**src/mips_settings.svh**
```systemverilog
`ifndef MIPS_SETTINGS_SVH
`define MIPS_SETTINGS_SVH

// First fetch address out of reset
`define MIPS_RESET_VECTOR 32'hBFC0_0000

// Jumping here stops the core
`define MIPS_HALT_ADDR 32'h0000_0000

`define MIPS_REG_V0 5'd2   // Result register seen at top level
`define MIPS_REG_RA 5'd31  // Link register for jal

`endif

```
**src/mips_pkg.sv**
```systemverilog
`default_nettype none

package mips_pkg;

    typedef logic [31:0] word_t;  // Data and address word

    // Processor phase
    typedef enum logic [1:0] {
        FETCH = 2'd0,  // Instruction read over the bus
        EXEC  = 2'd1,  // ALU, branch and jump
        MEM   = 2'd2,  // lw and sw only
        HALT  = 2'd3   // Parked after jump to zero
    } cpu_state_t;

    // One code per supported instruction
    typedef enum logic [4:0] {
        OP_NONE,   // Illegal or unsupported, runs as no-op
        OP_ADDU,
        OP_ADDIU,
        OP_SUBU,
        OP_AND,
        OP_ANDI,
        OP_OR,
        OP_ORI,
        OP_XOR,
        OP_XORI,
        OP_SLT,
        OP_SLTU,
        OP_SLTI,
        OP_SLTIU,
        OP_SLL,
        OP_SRL,
        OP_SRA,
        OP_LUI,
        OP_LW,
        OP_SW,
        OP_BEQ,
        OP_BNE,
        OP_J,
        OP_JAL,
        OP_JR
    } op_t;

endpackage

`default_nettype wire

```
**src/alu.sv**
```systemverilog
`timescale 1ns/1ps
`default_nettype none

module alu (
    input  mips_pkg::cpu_state_t state,
    input  mips_pkg::op_t        op,
    input  mips_pkg::word_t      data_rs,
    input  mips_pkg::word_t      data_rt,
    input  logic [15:0]          immediate,
    input  logic [4:0]           shamt,
    output logic                 write_enable,
    output mips_pkg::word_t      result
);
    import mips_pkg::*;

    word_t imm_sext;  // Arithmetic and compare
    word_t imm_zext;  // Logic forms
    logic  produces;  // Op writes a register from here

    assign imm_sext = {{16{immediate[15]}}, immediate};
    assign imm_zext = {16'h0000, immediate};

    always_comb begin
        produces = 1'b1;
        result   = '0;
        case (op)
            OP_ADDU:  result = data_rs + data_rt;
            OP_ADDIU: result = data_rs + imm_sext;
            OP_SUBU:  result = data_rs - data_rt;
            OP_AND:   result = data_rs & data_rt;
            OP_ANDI:  result = data_rs & imm_zext;
            OP_OR:    result = data_rs | data_rt;
            OP_ORI:   result = data_rs | imm_zext;
            OP_XOR:   result = data_rs ^ data_rt;
            OP_XORI:  result = data_rs ^ imm_zext;
            OP_SLT:   result = {31'd0, $signed(data_rs) < $signed(data_rt)};
            OP_SLTU:  result = {31'd0, data_rs < data_rt};
            OP_SLTI:  result = {31'd0, $signed(data_rs) < $signed(imm_sext)};
            OP_SLTIU: result = {31'd0, data_rs < imm_sext};  // Sign-extended, unsigned compare
            OP_SLL:   result = data_rt << shamt;
            OP_SRL:   result = data_rt >> shamt;
            OP_SRA:   result = $signed(data_rt) >>> shamt;
            OP_LUI:   result = {immediate, 16'h0000};
            default:  produces = 1'b0;  // Memory, branch, jump, no-op
        endcase
    end

    assign write_enable = (state == EXEC) && produces;

endmodule

`default_nettype wire

```
**src/decode.sv**
```systemverilog
`timescale 1ns/1ps
`default_nettype none

module decode (
    input  mips_pkg::word_t instruction,
    output logic [4:0]      rs,
    output logic [4:0]      rt,
    output logic [4:0]      rd,
    output logic [4:0]      shamt,
    output logic [15:0]     immediate,
    output logic [25:0]     jump_target,
    output mips_pkg::op_t   op
);
    import mips_pkg::*;

    logic [5:0] opcode;
    logic [5:0] funct;
    logic       r_type;

    assign opcode      = instruction[31:26];
    assign funct       = instruction[5:0];
    assign r_type      = (opcode == 6'h00);
    assign rs          = instruction[25:21];
    assign rt          = instruction[20:16];
    assign shamt       = instruction[10:6];
    assign immediate   = instruction[15:0];
    assign jump_target = instruction[25:0];

    // Destination is rd for R-type, rt for immediate forms and lw
    assign rd = r_type ? instruction[15:11] : instruction[20:16];

    always_comb begin
        op = OP_NONE;  // Anything unmatched is a no-op
        if (r_type) begin
            case (funct)
                6'h00:   op = OP_SLL;
                6'h02:   op = OP_SRL;
                6'h03:   op = OP_SRA;
                6'h08:   op = OP_JR;
                6'h21:   op = OP_ADDU;
                6'h23:   op = OP_SUBU;
                6'h24:   op = OP_AND;
                6'h25:   op = OP_OR;
                6'h26:   op = OP_XOR;
                6'h2a:   op = OP_SLT;
                6'h2b:   op = OP_SLTU;
                default: op = OP_NONE;
            endcase
        end else begin
            case (opcode)
                6'h02:   op = OP_J;
                6'h03:   op = OP_JAL;
                6'h04:   op = OP_BEQ;
                6'h05:   op = OP_BNE;
                6'h09:   op = OP_ADDIU;
                6'h0a:   op = OP_SLTI;
                6'h0b:   op = OP_SLTIU;
                6'h0c:   op = OP_ANDI;
                6'h0d:   op = OP_ORI;
                6'h0e:   op = OP_XORI;
                6'h0f:   op = OP_LUI;
                6'h23:   op = OP_LW;
                6'h2b:   op = OP_SW;
                default: op = OP_NONE;
            endcase
        end
    end

endmodule

`default_nettype wire

```
**src/load_store.sv**
```systemverilog
`timescale 1ns/1ps
`default_nettype none

module load_store (
    input  logic                 clk,
    input  logic                 rst_n,
    input  mips_pkg::cpu_state_t state,
    input  mips_pkg::op_t        op,
    input  mips_pkg::word_t      pc,
    input  mips_pkg::word_t      data_rs,
    input  mips_pkg::word_t      data_rt,
    input  logic [15:0]          immediate,
    output mips_pkg::word_t      instruction,
    output logic                 stall,
    output logic                 reg_write_enable,
    output mips_pkg::word_t      reg_write_data,
    output mips_pkg::word_t      address,
    output mips_pkg::word_t      writedata,
    output logic                 read,
    output logic                 write,
    output logic [3:0]           byteenable,
    input  logic                 waitrequest,
    input  mips_pkg::word_t      readdata
);
    import mips_pkg::*;

    word_t mem_addr;  // Effective address for lw and sw
    logic  fetching;
    logic  loading;
    logic  storing;

    assign mem_addr = data_rs + {{16{immediate[15]}}, immediate};
    assign fetching = (state == FETCH);
    assign loading  = (state == MEM) && (op == OP_LW);
    assign storing  = (state == MEM) && (op == OP_SW);

    // Strobes held until waitrequest drops
    assign read       = fetching || loading;
    assign write      = storing;
    assign address    = fetching ? pc : mem_addr;
    assign writedata  = storing ? data_rt : '0;
    assign byteenable = (read || write) ? 4'b1111 : 4'b0000;  // Word accesses only

    assign stall = (read || write) && waitrequest;

    // Readdata valid the same cycle waitrequest is low
    assign reg_write_enable = loading && !waitrequest;
    assign reg_write_data   = readdata;

    always_ff @(posedge clk) begin
        if (!rst_n) begin
            instruction <= '0;  // Decodes as sll $0, a no-op
        end else if (fetching && !waitrequest) begin
            instruction <= readdata;  // Fetch completes
        end
    end

endmodule

`default_nettype wire

```
**src/mips_cpu_bus.sv**
```systemverilog
`timescale 1ns/1ps
`default_nettype none

module mips_cpu_bus (
    input  logic            clk,
    input  logic            rst_n,
    output logic            active,
    output mips_pkg::word_t register_v0,

    input  logic            waitrequest,
    input  mips_pkg::word_t readdata,
    output mips_pkg::word_t address,
    output logic            write,
    output logic            read,
    output mips_pkg::word_t writedata,
    output logic [3:0]      byteenable
);
    import mips_pkg::*;

    cpu_state_t  state;
    op_t         op;
    word_t       instruction;  // Latched by load_store at fetch
    word_t       pc;
    logic [4:0]  rs;
    logic [4:0]  rt;
    logic [4:0]  rd;
    logic [4:0]  shamt;
    logic [15:0] immediate;
    logic [25:0] jump_target;
    logic        stall;
    word_t       data_rs;
    word_t       data_rt;

    // Three writeback sources into the regfile
    logic  write_enable_alu;
    word_t write_data_alu;
    logic  write_enable_ld;
    word_t write_data_ld;
    logic  write_enable_link;
    word_t write_data_link;

    decode u_decode (
        .instruction (instruction),
        .rs          (rs),
        .rt          (rt),
        .rd          (rd),
        .shamt       (shamt),
        .immediate   (immediate),
        .jump_target (jump_target),
        .op          (op)
    );

    regfile u_regfile (
        .clk               (clk),
        .rst_n             (rst_n),
        .addr_rs           (rs),
        .addr_rt           (rt),
        .addr_rd           (rd),
        .write_enable_alu  (write_enable_alu),
        .write_enable_ld   (write_enable_ld),
        .write_enable_link (write_enable_link),
        .write_data_alu    (write_data_alu),
        .write_data_ld     (write_data_ld),
        .write_data_link   (write_data_link),
        .read_data_rs      (data_rs),
        .read_data_rt      (data_rt),
        .v0                (register_v0)
    );

    next_instruction u_next_instruction (
        .clk               (clk),
        .rst_n             (rst_n),
        .op                (op),
        .data_rs           (data_rs),
        .data_rt           (data_rt),
        .immediate         (immediate),
        .jump_target       (jump_target),
        .stall             (stall),
        .state             (state),
        .pc                (pc),
        .write_enable_link (write_enable_link),
        .write_data_link   (write_data_link),
        .active            (active)
    );

    alu u_alu (
        .state        (state),
        .op           (op),
        .data_rs      (data_rs),
        .data_rt      (data_rt),
        .immediate    (immediate),
        .shamt        (shamt),
        .write_enable (write_enable_alu),
        .result       (write_data_alu)
    );

    load_store u_load_store (
        .clk              (clk),
        .rst_n            (rst_n),
        .state            (state),
        .op               (op),
        .pc               (pc),
        .data_rs          (data_rs),
        .data_rt          (data_rt),
        .immediate        (immediate),
        .instruction      (instruction),
        .stall            (stall),
        .reg_write_enable (write_enable_ld),
        .reg_write_data   (write_data_ld),
        .address          (address),
        .writedata        (writedata),
        .read             (read),
        .write            (write),
        .byteenable       (byteenable),
        .waitrequest      (waitrequest),
        .readdata         (readdata)
    );

endmodule

`default_nettype wire

```
**src/next_instruction.sv**
```systemverilog
`timescale 1ns/1ps
`default_nettype none
`include "mips_settings.svh"

module next_instruction (
    input  logic                 clk,
    input  logic                 rst_n,
    input  mips_pkg::op_t        op,
    input  mips_pkg::word_t      data_rs,
    input  mips_pkg::word_t      data_rt,
    input  logic [15:0]          immediate,
    input  logic [25:0]          jump_target,
    input  logic                 stall,
    output mips_pkg::cpu_state_t state,
    output mips_pkg::word_t      pc,
    output logic                 write_enable_link,
    output mips_pkg::word_t      write_data_link,
    output logic                 active
);
    import mips_pkg::*;

    cpu_state_t state_next;
    word_t      pc_plus4;
    word_t      pc_next;
    logic       taken;    // Branch condition met
    logic       is_jump;  // j, jal or jr

    assign pc_plus4 = pc + 32'd4;
    assign is_jump  = (op == OP_J) || (op == OP_JAL) || (op == OP_JR);
    assign taken    = ((op == OP_BEQ) && (data_rs == data_rt)) ||
                      ((op == OP_BNE) && (data_rs != data_rt));

    always_comb begin
        pc_next = pc_plus4;  // Default fall-through
        if (taken) begin
            pc_next = pc_plus4 + {{14{immediate[15]}}, immediate, 2'b00};
        end else if (op == OP_JR) begin
            pc_next = data_rs;
        end else if (is_jump) begin
            pc_next = {pc_plus4[31:28], jump_target, 2'b00};  // Region of next PC
        end
    end

    always_comb begin
        state_next = state;
        case (state)
            FETCH: state_next = EXEC;
            EXEC: begin
                if (is_jump && pc_next == `MIPS_HALT_ADDR) begin
                    state_next = HALT;  // Halt convention
                end else if (op == OP_LW || op == OP_SW) begin
                    state_next = MEM;
                end else begin
                    state_next = FETCH;
                end
            end
            MEM:     state_next = FETCH;
            default: state_next = HALT;  // Stays parked until reset
        endcase
    end

    always_ff @(posedge clk) begin
        if (!rst_n) begin
            state <= FETCH;
            pc    <= `MIPS_RESET_VECTOR;
        end else if (!stall) begin  // Bus wait freezes everything
            state <= state_next;
            if (state == EXEC) begin
                pc <= pc_next;
            end
        end
    end

    // Link written during EXEC, regfile forces $ra
    assign write_enable_link = (state == EXEC) && (op == OP_JAL);
    assign write_data_link   = pc_plus4;

    assign active = (state != HALT);

endmodule

`default_nettype wire

```
**src/regfile.sv**
```systemverilog
`timescale 1ns/1ps
`default_nettype none
`include "mips_settings.svh"

module regfile (
    input  logic            clk,
    input  logic            rst_n,
    input  logic [4:0]      addr_rs,
    input  logic [4:0]      addr_rt,
    input  logic [4:0]      addr_rd,
    input  logic            write_enable_alu,
    input  logic            write_enable_ld,
    input  logic            write_enable_link,
    input  mips_pkg::word_t write_data_alu,
    input  mips_pkg::word_t write_data_ld,
    input  mips_pkg::word_t write_data_link,
    output mips_pkg::word_t read_data_rs,
    output mips_pkg::word_t read_data_rt,
    output mips_pkg::word_t v0
);
    import mips_pkg::*;

    word_t regs [32];

    // Asynchronous reads, $zero never written so reads back zero
    assign read_data_rs = regs[addr_rs];
    assign read_data_rt = regs[addr_rt];
    assign v0           = regs[`MIPS_REG_V0];

    always_ff @(posedge clk) begin
        if (!rst_n) begin
            for (int i = 0; i < 32; i++) begin
                regs[i] <= '0;
            end
        end else if (write_enable_link) begin
            regs[`MIPS_REG_RA] <= write_data_link;  // jal return address
        end else if (write_enable_alu && addr_rd != 5'd0) begin
            regs[addr_rd] <= write_data_alu;
        end else if (write_enable_ld && addr_rd != 5'd0) begin
            regs[addr_rd] <= write_data_ld;         // lw writeback
        end
    end

endmodule

`default_nettype wire

```
**config.mk**
```make
export PLATFORM = sky130hd
export DESIGN_NAME = mips_cpu_bus
export DESIGN_NICKNAME = d
export VERILOG_FILES = /design/src/mips_pkg.sv /design/src/alu.sv /design/src/decode.sv /design/src/load_store.sv /design/src/mips_cpu_bus.sv /design/src/next_instruction.sv /design/src/regfile.sv
export VERILOG_INCLUDE_DIRS = /design/src
export SDC_FILE = /design/constraint.sdc
export NUM_CORES = 2
export LEC_CHECK = 0
export BUFFER_PORTS_ARGS = -buffer_cell sky130_fd_sc_hd__buf_2
export CAP_MARGIN = 20
export CELL_PAD_IN_SITES_DETAIL_PLACEMENT = 1
export CELL_PAD_IN_SITES_GLOBAL_PLACEMENT = 2
export CORE_MARGIN = 2
export CORE_UTILIZATION = 38
export DETAILED_ROUTE_END_ITERATION = 6
export PLACE_DENSITY_LB_ADDON = 0.1
export SLEW_MARGIN = 25
export SYNTH_ARGS = -nofsm -noshare
export SYNTH_HDL_FRONTEND = slang
export SYNTH_HIERARCHICAL = 1
export SYNTH_SLANG_ARGS = --single-unit
```
**constraint.sdc**
```tcl
create_clock -name clk -period 5.2 [get_ports clk]
set_clock_uncertainty 0.15 [all_clocks]
set_input_delay 1.04 -clock clk [delete_from_list [all_inputs] [get_ports clk]]
set_output_delay 1.04 -clock clk [all_outputs]
set_load 0.02 [all_outputs]
```
==> results.toml <==
[cells_and_area]
syn2layout_area_growth_pct = 38.4
seq_area_mm2 = 0.0321
stdcell_count = 11600
finalNetCount = 9127
design_area_mm2 = 0.103
fin_util_pct = 52.9
drive_gt1_share_pct = 32.3
nFillCells = 20800
multi_input_area_mm2 = 0.0448

[setup_path]
worstPathBufferInverterCount = 10
crit_family = "buffers and inverters"
worstSetupPathType = "reg2out"
crit_path_max_incr_delay_ns = 0.47
critical_path_arrival_ns = 5.24
path_cells = "nor2b_4 > buf_12 > buf_12 > buf_16 > a22o_1 > nor3_2 > a31oi_4 > nand3_2 > buf_12 > buf_12 > ha_4 > buf_4 > a21oi_2 > o21ai_2 > buf_12 > a22oi_2 > a21oi_1 > buf_4 > a311oi_4 > buf_4 > xor2_2 > a21oi_1 > buf_4"
cp-start-kind = "register"
crit_top_cell = "buf_12"
cp_slowest_cell = "dfxtp_4"
cp-end-kind = "output pin"
worstPathMaxFanout = 8
worstPathRequired_ns = 4.01

[timing]
relSlewSlack_pct = 30.9
rsz0062_at_grt = "true"
setup_tns_ns = -468.81
setup_violations = 1009
whs_ns = 0.340
finalWorstSetupSlack_ns = -1.23
fin_crit_ns = 6.43
tightestPinTransition_ns = 1.03
max_freq_mhz = 155
hold_viol_final = 0
fin_crit_sh_pct = 124
drv_slew = 0

[synth]
ys.flop_type = "edfxtp_1"
syn_avg_cell_area_um2 = 9.79
synth_area_mm2 = 0.0745
async_reset_ff_share_pct = 0
ys_warn_count = 6
synth_cell_types = 111
yosysSeqAreaShare_pct = 43.0
synth_edf_count = 1024
synth_seq_cells = 1090
postSynthCellCount = 7613

[grt]
grt_antenna_before_repair = 2
met3_usage_pct = 4.41
grt_busiest_layer = "met2"
grtUsageMet1_pct = 43.9
grt_max_degree = 90
grt_pass1_wl_mm = 508
grtUsageTotal_pct = 35.0
grt_pass1_vias = 70300
use_met2_pct = 60.6
overflow = 0

[power_and_ir_drop]
finalPower_mw = 44.3
p_per_area_mw_per_mm2 = 430
p_leak_nw = 38.6
peakVddDrop_v = 0.000383

[place]
routabilityCongestion = 0.960
post-dp-hpwl_mm = 263
port_buffers = 137
pre_cts_slack_ns = -1.13
placed_area_mm2 = 0.0887
dp.cells = 11100

[clock_network]
cts.sinks = 1090
numCtsBuffers = 134
holdBufCountCts = 0
htree_levels = 4
cts_tree = "yes"
clkSlewWorstSetupHoldPaths_ns = 0.07
clockBufferDepth = 3
clock_latency_ns = 0.85
cts_root_buffer = "clkbuf_16"

[floorplan]
start_util_pct = 38.2
die_w_um = 447
core_mm2 = 0.195
die_area_mm2 = 0.200
io_pins = 138
num_rows = 162
die_y_um = 447

[routing]
drc = 0
ant_nets = 0
drtIter0Drc = 5560
drt-wirelength-per-cell_um = 32.0
via_count = 69200
dr.pass1.iters = 5
routed_wl_mm = 370
vias_per_cell = 5.99

[hold_path]
hp-class = "in2reg"

[outcome]
violations = "setup timing"
outcome = "finished, violations left"

[run]
max_cap_violations = 0
## layer usage
layer | routed length [um] | up-vias
met2 | 180000 | 2448
met1 | 151000 | 35900
met3 | 21500 | 588
li1 | - | 30300
met4 | 17200 | 0
met5 | 0 | -
## area by class of cell
| class | count | share of cell area (%) |
|---|---|---|
| timing repair buffer | 1770 | 17.5 |
| clock buffer | 163 | 3.38 |
| clock inverter | 82 | 0.849 |
| multi-input combinational | 5678 | 43.4 |
| inverter | 151 | 0.571 |
| sequential | 1090 | 31.1 |
| antenna | 4 | 0.00971 |
| tap | 2624 | 3.18 |
## cells in the final DEF, fill, tap and decap left out, types with 132 or more instances in the layout
cell type / synthesis / layout
buf_4: 105 / 1218
mux2i_1: 1140 / 1066
edfxtp_1: 1024 / 1024
nor2_1: 1204 / 895
nand2_1: 621 / 592
a21oi_1: 410 / 372
nor2_4: 0 / 281
buf_12: 0 / 227
a22oi_1: 224 / 214
ha_1: 263 / 214
nand3_1: 244 / 197
clkbuf_16: 0 / 158
inv_1: 144 / 132
a22o_1: 137 / 132
## where the power goes
group / switching (mW) / total (mW) / internal, mW
clock: 4.16 / 9.50 / 5.34
sequential: 0.277 / 10.2 / 9.93
combinational: 14.4 / 24.6 / 10.2
total: 18.9 / 44.3 / 25.4
## kinds of logic after synthesis
logic type	count (synthesis)	share of synthesized area [%]
AOI/OAI and AO/OA	1567	14.3
xor gates and xnor gates	160	1.88
adders and majority gates	267	4.52
buffers and inverters	876	5.44
DFF	1090	43.0
muxes	1203	16.7
other	1	0.00503
and+or+nand+nor	2449	14.1
## state kept, by name (all words and copies together), names as in the netlist
| register | flops |
|---|---|
| u_load_store/instruction | 32 |
| u_next_instruction/pc | 32 |
| u_next_instruction/state | 2 |
| u_regfile/regs | 1024 |
## tightest hold or removal path: stages
cell	delay, ns
buf_2	0.12
nand2_1	0.05
a21boi_0	0.07
## path summary, 6_finish.rpt
kind | from | to | slack (ns) | depth (start not counted)
max reg2reg | u_load_store/instruction[17]$_SDFFE_PN0P_ | u_regfile/regs[12][27]$_SDFFCE_PN0P_ | -0.83 | 33
min | readdata[8] | u_load_store/instruction[8]$_SDFFE_PN0P_ | 0.34 | 3
max | u_load_store/instruction[21]$_SDFFE_PN0P_ | address[24] | -1.23 | 23
min reg2reg | u_load_store/instruction[26]$_SDFFE_PN0P_ | u_load_store/instruction[26]$_SDFFE_PN0P_ | 0.36 | 2
## repair_timing
item,4_1_cts,5_1_grt
hold endpoints to repair,0,0
setup buffers,127,95
cloned,35,30
gates resized for setup,682,830
pin swaps,243,363
setup endpoints to repair,1064,1114
## cells in the mapped netlist (87+ instances only)
| library cell | number | area [um^2] |
|---|---|---|
| a21oi_1 | 410 | 2050 |
| a22o_1 | 137 | 1200 |
| a22oi_1 | 224 | 1680 |
| a31oi_1 | 93 | 582 |
| buf_2 | 230 | 1150 |
| buf_4 | 105 | 788 |
| clkbuf_1 | 331 | 1240 |
| edfxtp_1 | 1024 | 30700 |
| ha_1 | 263 | 3290 |
| inv_1 | 144 | 541 |
| mux2i_1 | 1140 | 11400 |
| nand2_1 | 621 | 2330 |
| nand3_1 | 244 | 1220 |
| nor2_1 | 1204 | 4520 |
| nor3_1 | 109 | 546 |
| o21ai_0 | 126 | 631 |
| xor2_1 | 87 | 762 |
Note: power is estimated with default switching activity, not from simulation.
